`src/hw/prbs_boot_pkg.sv`:
```
package prbs_boot_pkg;

    ////////////////////////////////////////
    // Lane geometry
    ////////////////////////////////////////

    // Number of fiber lanes on the tester
    localparam int NUM_LANES = 8;

    // One bit per lane, lane 7 on the left
    typedef logic [NUM_LANES-1:0] lane_vec_t;

    // Front panel only has room for four lanes
    // LED bit k shows lane k + SHOWN_LANE_BASE
    localparam int SHOWN_LANE_BASE = 4;

    ////////////////////////////////////////
    // Boot interval counter
    ////////////////////////////////////////

    localparam int CNT_W = 6;

    // Last count of each reset-release settle interval
    localparam logic [CNT_W-1:0] SETTLE_COUNT      = CNT_W'(3);
    // Last count of the error-inject window
    localparam logic [CNT_W-1:0] INJECT_HOLD_COUNT = CNT_W'(31);

    ////////////////////////////////////////
    // Boot states
    ////////////////////////////////////////

    typedef enum logic [2:0] {
        ST_RESET        = 3'd0,  // everything held in reset
        ST_TX_RELEASE   = 3'd1,  // tx resets released, settling
        ST_TX_WAIT      = 3'd2,  // waiting for tx reset-done flags
        ST_RX_RELEASE   = 3'd3,  // rx resets released, settling
        ST_RX_WAIT      = 3'd4,  // waiting for rx reset-done flags
        ST_INJECT       = 3'd5,  // error-inject window
        ST_INJECT_CLEAR = 3'd6,  // one-cycle counter clear
        ST_CHECK        = 3'd7   // steady PRBS checking
    } boot_state_t;

    // Status codes for the upper LED nibble
    localparam logic [3:0] LED_RESET        = 4'b0001;
    localparam logic [3:0] LED_TX_RELEASE   = 4'b0010;
    localparam logic [3:0] LED_TX_WAIT      = 4'b0011;
    localparam logic [3:0] LED_RX_RELEASE   = 4'b0100;
    localparam logic [3:0] LED_RX_WAIT      = 4'b0101;
    localparam logic [3:0] LED_INJECT       = 4'b0110;
    localparam logic [3:0] LED_INJECT_CLEAR = 4'b0111;
    localparam logic [3:0] LED_CHECK        = 4'b1010;

endpackage

```
`src/hw/boot_sequencer.sv`:
```
`timescale 1ns/1ps

module boot_sequencer import prbs_boot_pkg::*; (
    input  logic       slow_clk40,
    input  logic       PRBS_reset,
    // Per-lane reset-done levels from the transceivers
    input  lane_vec_t  tx_reset_done_i,
    input  lane_vec_t  rx_reset_done_i,
    // Lane resets, all lanes move together
    output lane_vec_t  full_tx_reset_o,
    output lane_vec_t  full_rx_reset_o,
    // PRBS counter clear and forced-error control
    output logic       prbs_cnt_reset_o,
    output logic       prbs_error_inject_o,
    // Boot status code for the front panel
    output logic [3:0] led_status_o
);

    boot_state_t      state_q;
    boot_state_t      state_d;
    logic [CNT_W-1:0] cnt_q;
    logic             cnt_clear;
    logic             settle_done;
    logic             hold_done;
    logic             tx_all_done;
    logic             rx_all_done;

    ////////////////////////////////////////
    // Interval counter
    ////////////////////////////////////////

    // Zeroed in the states that come just before a timed state,
    // so every timed state starts counting at zero
    assign cnt_clear = (state_q == ST_RESET)   ||
                       (state_q == ST_TX_WAIT) ||
                       (state_q == ST_RX_WAIT);

    always_ff @(posedge slow_clk40) begin
        if (PRBS_reset) begin
            cnt_q <= '0;
        end else if (cnt_clear) begin
            cnt_q <= '0;
        end else if (cnt_q != '1) begin
            // Saturate so a long stay in ST_CHECK cannot wrap
            cnt_q <= cnt_q + 1'b1;
        end
    end

    // Release states last SETTLE_COUNT+1 cycles
    assign settle_done = (cnt_q == SETTLE_COUNT);
    // Inject window lasts INJECT_HOLD_COUNT+1 cycles
    assign hold_done   = (cnt_q == INJECT_HOLD_COUNT);

    // All lanes must report done before moving on
    assign tx_all_done = &tx_reset_done_i;
    assign rx_all_done = &rx_reset_done_i;

    ////////////////////////////////////////
    // State register and next state
    ////////////////////////////////////////

    always_ff @(posedge slow_clk40) begin
        if (PRBS_reset) begin
            state_q <= ST_RESET;
        end else begin
            state_q <= state_d;
        end
    end

    always_comb begin
        // Stay put unless a condition below fires
        state_d = state_q;
        case (state_q)
            ST_RESET: begin
                // Single cycle with everything held
                state_d = ST_TX_RELEASE;
            end
            ST_TX_RELEASE: begin
                if (settle_done) begin
                    state_d = ST_TX_WAIT;
                end
            end
            ST_TX_WAIT: begin
                if (tx_all_done) begin
                    state_d = ST_RX_RELEASE;
                end
            end
            ST_RX_RELEASE: begin
                if (settle_done) begin
                    state_d = ST_RX_WAIT;
                end
            end
            ST_RX_WAIT: begin
                if (rx_all_done) begin
                    state_d = ST_INJECT;
                end
            end
            ST_INJECT: begin
                if (hold_done) begin
                    state_d = ST_INJECT_CLEAR;
                end
            end
            ST_INJECT_CLEAR: begin
                // Counters wiped once after the forced errors
                state_d = ST_CHECK;
            end
            ST_CHECK: begin
                // Terminal until the next reset
                state_d = ST_CHECK;
            end
            default: begin
                state_d = ST_RESET;
            end
        endcase
    end

    ////////////////////////////////////////
    // Moore output decode
    ////////////////////////////////////////

    // Tx lanes only held in the reset state itself
    assign full_tx_reset_o = (state_q == ST_RESET) ? '1 : '0;

    // Rx lanes stay held until tx side is up
    assign full_rx_reset_o = ((state_q == ST_RESET)      ||
                              (state_q == ST_TX_RELEASE) ||
                              (state_q == ST_TX_WAIT)) ? '1 : '0;

    // PRBS counters held through bring-up, pulsed again after inject
    assign prbs_cnt_reset_o = (state_q == ST_RESET)      ||
                              (state_q == ST_TX_RELEASE) ||
                              (state_q == ST_TX_WAIT)    ||
                              (state_q == ST_RX_RELEASE) ||
                              (state_q == ST_INJECT_CLEAR);

    // Inject starts while rx is still coming up
    assign prbs_error_inject_o = (state_q == ST_RX_WAIT) ||
                                 (state_q == ST_INJECT);

    always_comb begin
        case (state_q)
            ST_RESET:        led_status_o = LED_RESET;
            ST_TX_RELEASE:   led_status_o = LED_TX_RELEASE;
            ST_TX_WAIT:      led_status_o = LED_TX_WAIT;
            ST_RX_RELEASE:   led_status_o = LED_RX_RELEASE;
            ST_RX_WAIT:      led_status_o = LED_RX_WAIT;
            ST_INJECT:       led_status_o = LED_INJECT;
            ST_INJECT_CLEAR: led_status_o = LED_INJECT_CLEAR;
            ST_CHECK:        led_status_o = LED_CHECK;
            default:         led_status_o = LED_RESET;
        endcase
    end

endmodule

```
`src/hw/lane_error_monitor.sv`:
```
`timescale 1ns/1ps

module lane_error_monitor import prbs_boot_pkg::*; (
    input  logic       slow_clk40,
    input  logic       PRBS_reset,
    // Clear from the sequencer, same as the PRBS counter reset
    input  logic       prbs_cnt_reset_i,
    // Per-lane error strobes from the PRBS checkers
    input  lane_vec_t  prbs_error_i,
    // Sticky error flags, one per lane
    output lane_vec_t  lane_error_o,
    // Error flags for the shown lanes, with blink
    output logic [3:0] led_error_o
);

    lane_vec_t  lane_error_q;
    logic       blink_q;
    logic [3:0] shown_errors;

    ////////////////////////////////////////
    // Sticky error register
    ////////////////////////////////////////

    // A single strobe on any lane latches until the next clear
    always_ff @(posedge slow_clk40) begin
        if (PRBS_reset || prbs_cnt_reset_i) begin
            lane_error_q <= '0;
        end else begin
            lane_error_q <= lane_error_q | prbs_error_i;
        end
    end

    assign lane_error_o = lane_error_q;

    ////////////////////////////////////////
    // Blink phase
    ////////////////////////////////////////

    // Free-running toggle, half the clock rate
    always_ff @(posedge slow_clk40) begin
        if (PRBS_reset) begin
            blink_q <= 1'b0;
        end else begin
            blink_q <= ~blink_q;
        end
    end

    ////////////////////////////////////////
    // LED error nibble
    ////////////////////////////////////////

    // Only the upper four lanes fit on the panel
    assign shown_errors = lane_error_q[SHOWN_LANE_BASE +: 4];

    // Blank while the counters are held, since flags mean nothing then
    // Otherwise a lit bit is steady on error, flashing on a clean lane
    assign led_error_o = prbs_cnt_reset_i ? 4'b0000
                                          : (shown_errors | {4{blink_q}});

endmodule

```
`src/hw/prbs_link_top.sv`:
```
`timescale 1ns/1ps

module prbs_link_top import prbs_boot_pkg::*; (
    input  logic       slow_clk40,
    input  logic       PRBS_reset,
    // Status levels and strobes from the transceiver lanes
    input  lane_vec_t  tx_reset_done_i,
    input  lane_vec_t  rx_reset_done_i,
    input  lane_vec_t  prbs_error_i,
    // Lane control back to the transceivers
    output lane_vec_t  full_tx_reset_o,
    output lane_vec_t  full_rx_reset_o,
    output logic       prbs_cnt_reset_o,
    output logic       prbs_error_inject_o,
    // Sticky per-lane error flags
    output lane_vec_t  lane_error_o,
    // Front panel, status code on top, error flags below
    output logic [7:0] led_fp_o
);

    logic [3:0] led_status;
    logic [3:0] led_error;

    ////////////////////////////////////////
    // Boot sequencer
    ////////////////////////////////////////

    boot_sequencer u_boot_sequencer (
        .slow_clk40          (slow_clk40),
        .PRBS_reset          (PRBS_reset),
        .tx_reset_done_i     (tx_reset_done_i),
        .rx_reset_done_i     (rx_reset_done_i),
        .full_tx_reset_o     (full_tx_reset_o),
        .full_rx_reset_o     (full_rx_reset_o),
        .prbs_cnt_reset_o    (prbs_cnt_reset_o),
        .prbs_error_inject_o (prbs_error_inject_o),
        .led_status_o        (led_status)
    );

    ////////////////////////////////////////
    // Error monitor
    ////////////////////////////////////////

    // Counter reset doubles as the sticky register clear
    lane_error_monitor u_lane_error_monitor (
        .slow_clk40       (slow_clk40),
        .PRBS_reset       (PRBS_reset),
        .prbs_cnt_reset_i (prbs_cnt_reset_o),
        .prbs_error_i     (prbs_error_i),
        .lane_error_o     (lane_error_o),
        .led_error_o      (led_error)
    );

    // Upper nibble status, lower nibble lanes 7..4
    assign led_fp_o = {led_status, led_error};

endmodule

```
`config.mk`:
```
export PLATFORM = sky130hd
export DESIGN_NAME = prbs_link_top
export DESIGN_NICKNAME = d
export VERILOG_FILES = /design/src/hw/prbs_boot_pkg.sv /design/src/hw/boot_sequencer.sv /design/src/hw/lane_error_monitor.sv /design/src/hw/prbs_link_top.sv
export SDC_FILE = /design/constraint.sdc
export NUM_CORES = 1
export LEC_CHECK = 0
export CORE_MARGIN = 2
export CORE_UTILIZATION = 59
export CTS_CLUSTER_SIZE = 16
export DETAILED_ROUTE_END_ITERATION = 8
export DONT_BUFFER_PORTS = 1
export GPL_TIMING_DRIVEN = 0
export PLACE_DENSITY = 0.79
export SETUP_SLACK_MARGIN = 0.5
export SYNTH_ARGS = -nofsm -noshare
export SYNTH_HDL_FRONTEND = slang
export SYNTH_SLANG_ARGS = --single-unit
export TNS_END_PERCENT = 5
```
`constraint.sdc`:
```
create_clock -name slow_clk40 -period 2.5 [get_ports slow_clk40]
set_input_delay 0.375 -clock slow_clk40 [delete_from_list [all_inputs] [get_ports slow_clk40]]
set_output_delay 0.375 -clock slow_clk40 [all_outputs]
set_load 0.02 [all_outputs]
```
After elaboration in Yosys (flattened, before gate mapping)
Memory sizes are Yosys's and may differ from the RTL's. A register that Yosys moved wholly into a read port is not among the register bits. Index checks and enable logic that the tools add are counted. W data, S select, Z words.

Register bits: 18. Word-level logic and storage cells: 49. ROM bits: 32. Memories kept: 1. Input bits: 26. Output and inout port bits: 34.

Add/sub/neg operators: 1. Bitwise operators: 3. Muxes and demuxes: 11. Equal/unequal tests: 15. Reductions and logical operators: 14.

Memory list: (name not given) (depth 8, width 4, rd ports 1, clocked after Yosys merged registers in 1, write ports 0, RTL line boot_sequencer.sv:141) `case (state_q)`.

Operators with widths (number): $mux W3 (7); $pmux W3 S7 (1); $mux W8 (2); $reduce_and A8 Y1 (2); $eq A3 B3 Y1 const B (4); $ne A2 B1 Y1 const B (5); $logic_or A1 B1 Y1 (8); $or A8 B8 Y8 (1); $add A6 B1 Y6 const B (1); $eq A3 B2 Y1 const B (2); $eq A6 B2 Y1 const B (1); $eq A6 B5 Y1 const B (1); $ne A6 B6 Y1 const B (1); $reduce_and A5 Y1 (1); $mux W4 (1); $or A4 B4 Y4 (1); $reduce_or A2 Y1 (2); $eq A3 B1 Y1 const B (1); $logic_not A3 Y1 (1); $not A1 Y1 (1).

Logic depth before layout (Yosys ltp)
Depth after elaboration: 6. Depth in mapped cells: 8. Mapped depth without buffers: 8.

By module
From an unflattened synthesis, not the netlist that was laid out.

Cells, all modules: 118. Area total of the unflattened synthesis: 1069.8 um^2.

By module, submodules not included: boot_sequencer (cells an instance 91, sequential area each 260.2 um^2, area each 784.5 um^2, times used 1); lane_error_monitor (cells an instance 27, sequential area each 180.2 um^2, area each 285.3 um^2, times used 1).

Worst setup path after synthesis
No wires, ideal clock.

Path type: flip-flop to flip-flop. From: register u_boot_sequencer.cnt_q[0]. To: register u_boot_sequencer.led_status_o[1] (netlist name). Library setup time: 0.120 ns. Arrival: 1.852 ns. Required time: 2.380 ns. Path buffers: 0. Stages on the path, launching flop included: 9. Clock period less this slack: 1.972 ns. Setup slack: 0.528 ns. Cells stage by stage: dfxtp_1 ha_1 nor2b_4 a31oi_2 a221o_1 a21o_1 ha_1 inv_1 mux2i_1.

Word-level cells in the longest chain between the ends: 5. Elaborated cells between the ends (all ways): 8. Classes of those cells: eq/ne: 5; mux: 2; reduce/logical: 1.

RTL lines: start: declaration (RTL line boot_sequencer.sv:21) `logic [CNT_W-1:0] cnt_q;`; start signal: assignment (RTL line boot_sequencer.sv:45) `cnt_q <= cnt_q + 1'b1;`; $eq A6 B2 Y1 / $eq A6 B5 Y1 (equally long branches) (RTL line boot_sequencer.sv:50, boot_sequencer.sv:52); $ne A2 B1 Y1 (no line); $reduce_and A5 Y1 (no line) *; $mux W3 (no line) * (2 in a row).

Every way passes the cells marked *; elsewhere a longest branch is shown, timed or not. A chain may end at the register's enable or synchronous reset.

Worst setup path after layout
From: register u_boot_sequencer.cnt_q[1]. To: register u_boot_sequencer.led_status_o[1] (netlist name).

Word-level cells in the longest chain between the ends: 5. Elaborated cells between the ends (all ways): 8. Classes of those cells: eq/ne: 5; mux: 2; reduce/logical: 1.

RTL lines (RTL line): $eq A6 B2 Y1 / $eq A6 B5 Y1 (equally long branches) (boot_sequencer.sv:50, boot_sequencer.sv:52); $ne A2 B1 Y1 (no line); $reduce_and A5 Y1 (no line) *; $mux W3 (no line) * (2 in a row).

Marks and branches as above.

==> flow_summary_export.csv <==
group,metric,value,unit
power,leakage,0.510,nW
detailed_routing,drt_iter0_drc,12,
sta,finalCritPeriodShare,83.0,%
global_route,grt_remaining_overflow,0,
yosys,synthFlopType,"dfxtp_1",
yosys,async_reset_ff_share,0,%
placed_design,dpl_cell_area,1140,sq um
placed_design,port_buffers,0,
detailed_routing,routed_via_density,5.38,
placed_design,dp.cells,156,
placed_design,hpwl,1460,microns
sta,relSlewSlack,64.1,%
sta,period_minus_slack,2.07,ns
worst_setup_path,worstPathMaxFanout,6,
worst_setup_path,critPathLaunchType,"flip-flop",
worst_hold_path,hp-class,"in -> reg",
die,row_count,15,
finish,nets,166,
worst_setup_path,r2r_start,"u_boot_sequencer.cnt_q[1]",
sta,setup_violations,0,
yosys,synth_warnings,0,
sta,rsz0062_at_grt,"yes",
die,fp.coreArea,1750,sq um
worst_setup_path,cp-startpoint,"u_boot_sequencer.cnt_q[1]",
global_route,antenna_found_initial,0,
yosys,syn-cell-area,1110,sq um
finish,fin_area,1210,sq um
power,p_total,0.712,mW
worst_setup_path,r2r_slack,0.43,ns
finish,drive_gt1_share,24.4,%
yosys,synth_cells,131,
clock_network,clockRootBuffer,"clkbuf_4",
power,power_density,590,nW/um^2
finish,nFillCells,146,
global_route,grt_pass1_vias,678,
worst_hold_path,whs_endpoint,"u_lane_error_monitor.lane_error_o[0]",
yosys,seq_area_frac_synth,39.7,%
finish,final_cells,160,
sta,maxSlewViolCount,0,
worst_setup_path,r2r_cells,8,
yosys,syn_nets,161,
detailed_routing,drc,0,
placed_design,gp_congestion,0.830,
clock_network,path_clk_slew,0.13,ns
die,fp.dieW,47.3,microns
clock_network,cts_max_path_buffers,2,
flow_run,maxCapViolCount,0,
detailed_routing,dr.pass1.iters,4,
outcome,outcome,"complete, no violations",
worst_setup_path,cp.required,2.71,ns
worst_setup_path,critPathArrivalTime,2.28,ns
clock_network,htreeDepth,1,
die,die_y,47.3,microns
sta,tns,0,ns
global_route,grt_max_degree,14,
worst_hold_path,min_path_cells,2,
die,start_util,63.5,%
sta,tightest_slew,0.538,ns
yosys,synth_cell_types,35,
worst_setup_path,path_class,"reg -> reg",
worst_setup_path,reg2reg_to,"u_boot_sequencer.led_status_o[1]",
yosys,avgSynthCellArea,8.46,sq um
detailed_routing,drt-wirelength-per-cell,11.9,microns
global_route,grt_use_total,18.1,%
clock_network,clock-sinks,22,
die,die_area,2240,sq um
detailed_routing,routed_wl,1910,microns
finish,insertedDiodeCount,0,
global_route,grt_pass1_wl,2820,microns
detailed_routing,ant_nets,0,
worst_hold_path,hold_start,"prbs_error_i[0]",
clock_network,cts_tree,"yes",
sta,finalHoldViolCount,0,
finish,syn_to_final_growth,8.80,%
worst_setup_path,critPathCaptureType,"flip-flop",
yosys,synth-seq-cells,22,
clock_network,cts_buffers,3,
die,io_pins,60,
power,vdd_drop_max,402,uV
clock_network,ctsHoldBuffers,0,
sta,fin_skew,0.0104,ns
yosys,synth_edf_count,0,
sta,max_freq,482,MHz
detailed_routing,num_vias,860,
sta,holdWs,0.168,ns
clock_network,clk_latency,0.32,ns
area by class of cell:
| type | count | area [sq um] | share of cell area (%) |
|---|---|---|---|
| Multi-Input combinational cell | 85 | 523 | 43.4 |
| Inverter | 5 | 18.8 | 1.56 |
| Tap cell | 25 | 31.3 | 2.59 |
| Clock inverter | 1 | 30.0 | 2.49 |
| Sequential cell | 22 | 442 | 36.6 |
| Buffer | 19 | 139 | 11.5 |
| Clock buffer | 3 | 22.5 | 1.87 |
cells in the final DEF, fill, tap and decap left out, types with 3 or more instances in the layout:
master	synthesis	final
nor2_1	31	30
ha_1	4	3
inv_1	5	5
nand2_1	3	3
dfxtp_1	22	21
buf_4	15	15
nand4_1	3	3
clkbuf_4	0	3
a21oi_1	7	6
mux2i_1	4	4
nand3_1	5	5
timing repair:
item,4_1_cts,5_1_grt
setup buffers,0,0
resized for setup,1,4
endpoints found under the setup margin,20,21
cells in the mapped netlist (all sizes together) (2+ instances only):
cell type  number  area, sq um
a211oi          2         15.0
a21oi           7         35.0
a31oi           3         25.0
buf            16          118
clkbuf          3         21.3
dfxtp          22          440
ha              4         50.1
inv             5         18.8
mux2i           4         40.0
nand2           4         17.5
nand3           5         25.0
nand4           3         18.8
nor2           31          116
nor2b           2         20.0
nor4            2         12.5
or2             4         25.0
or4             2         15.0
xnor2           2         17.5
critical path, stage by stage, from the launching register on:
cell	delay [ns]
dfxtp_1	0.42
ha_2	0.27
nor2b_4	0.19
a31oi_2	0.13
a221o_1	0.37
a21o_1	0.20
ha_1	0.28
inv_1	0.05
mux2i_1	0.06
kinds of logic after synthesis:
| group | Yosys count | synth area share (%) |
|---|---|---|
| simple gates | 57 | 25.2 |
| buf+inv | 24 | 14.2 |
| flops | 22 | 39.7 |
| compound gates | 17 | 10.4 |
| mux | 4 | 3.61 |
| fa+ha+maj | 4 | 4.51 |
| xor+xnor | 3 | 2.37 |
through the flow:
step | utilization [%] | worst slack, ns
after detailed placement | 65.3 | 0.383
final | 69.1 | 0.426
after global routing | 69.1 | 0.292
after floorplan | - | 0.528
after global placement | 65.3 | 0.399
after CTS | 68.5 | 0.293
state kept, by name, summed over array words and instances (netlist names):
| signal | cells |
|---|---|
| u_lane_error_monitor.blink_q | 1 |
| u_boot_sequencer.led_status_o | 4 |
| u_boot_sequencer.cnt_q | 6 |
| u_lane_error_monitor.lane_error_o | 8 |
| u_boot_sequencer.state_q | 3 |
report_power, final:
| part | total [mW] | switching (mW) | internal [mW] | leakage (nW) |
|---|---|---|---|---|
| registers | 0.367 | 0.00889 | 0.358 | 0.179 |
| clock network | 0.274 | 0.112 | 0.162 | 0.0279 |
| logic | 0.0713 | 0.0413 | 0.0300 | 0.302 |
how the worst max path moves through the flow:
stage,cells past startpoint,to,slack [ns]
after floorplan,8,u_boot_sequencer.led_status_o[1],0.53
after global placement,8,u_boot_sequencer.led_status_o[1],0.40
after detailed placement,8,u_boot_sequencer.led_status_o[1],0.38
after CTS,3,full_rx_reset_o[4],0.29
after global routing,8,u_boot_sequencer.led_status_o[1],0.29
final,8,u_boot_sequencer.led_status_o[1],0.43
per-layer routing:
metal  vias up  global-route usage (%)  routed length [microns]  part of all wire [%]
met5         -                       0                        0                     0
met4         0                    11.1                       42                   2.2
met3         5                    5.00                      139                   7.3
met2        38                    28.6                      955                    50
met1       381                    21.7                      773                    40
li1        436                       -                        -                     -
Note: power is estimated with default switching activity, not from simulation.
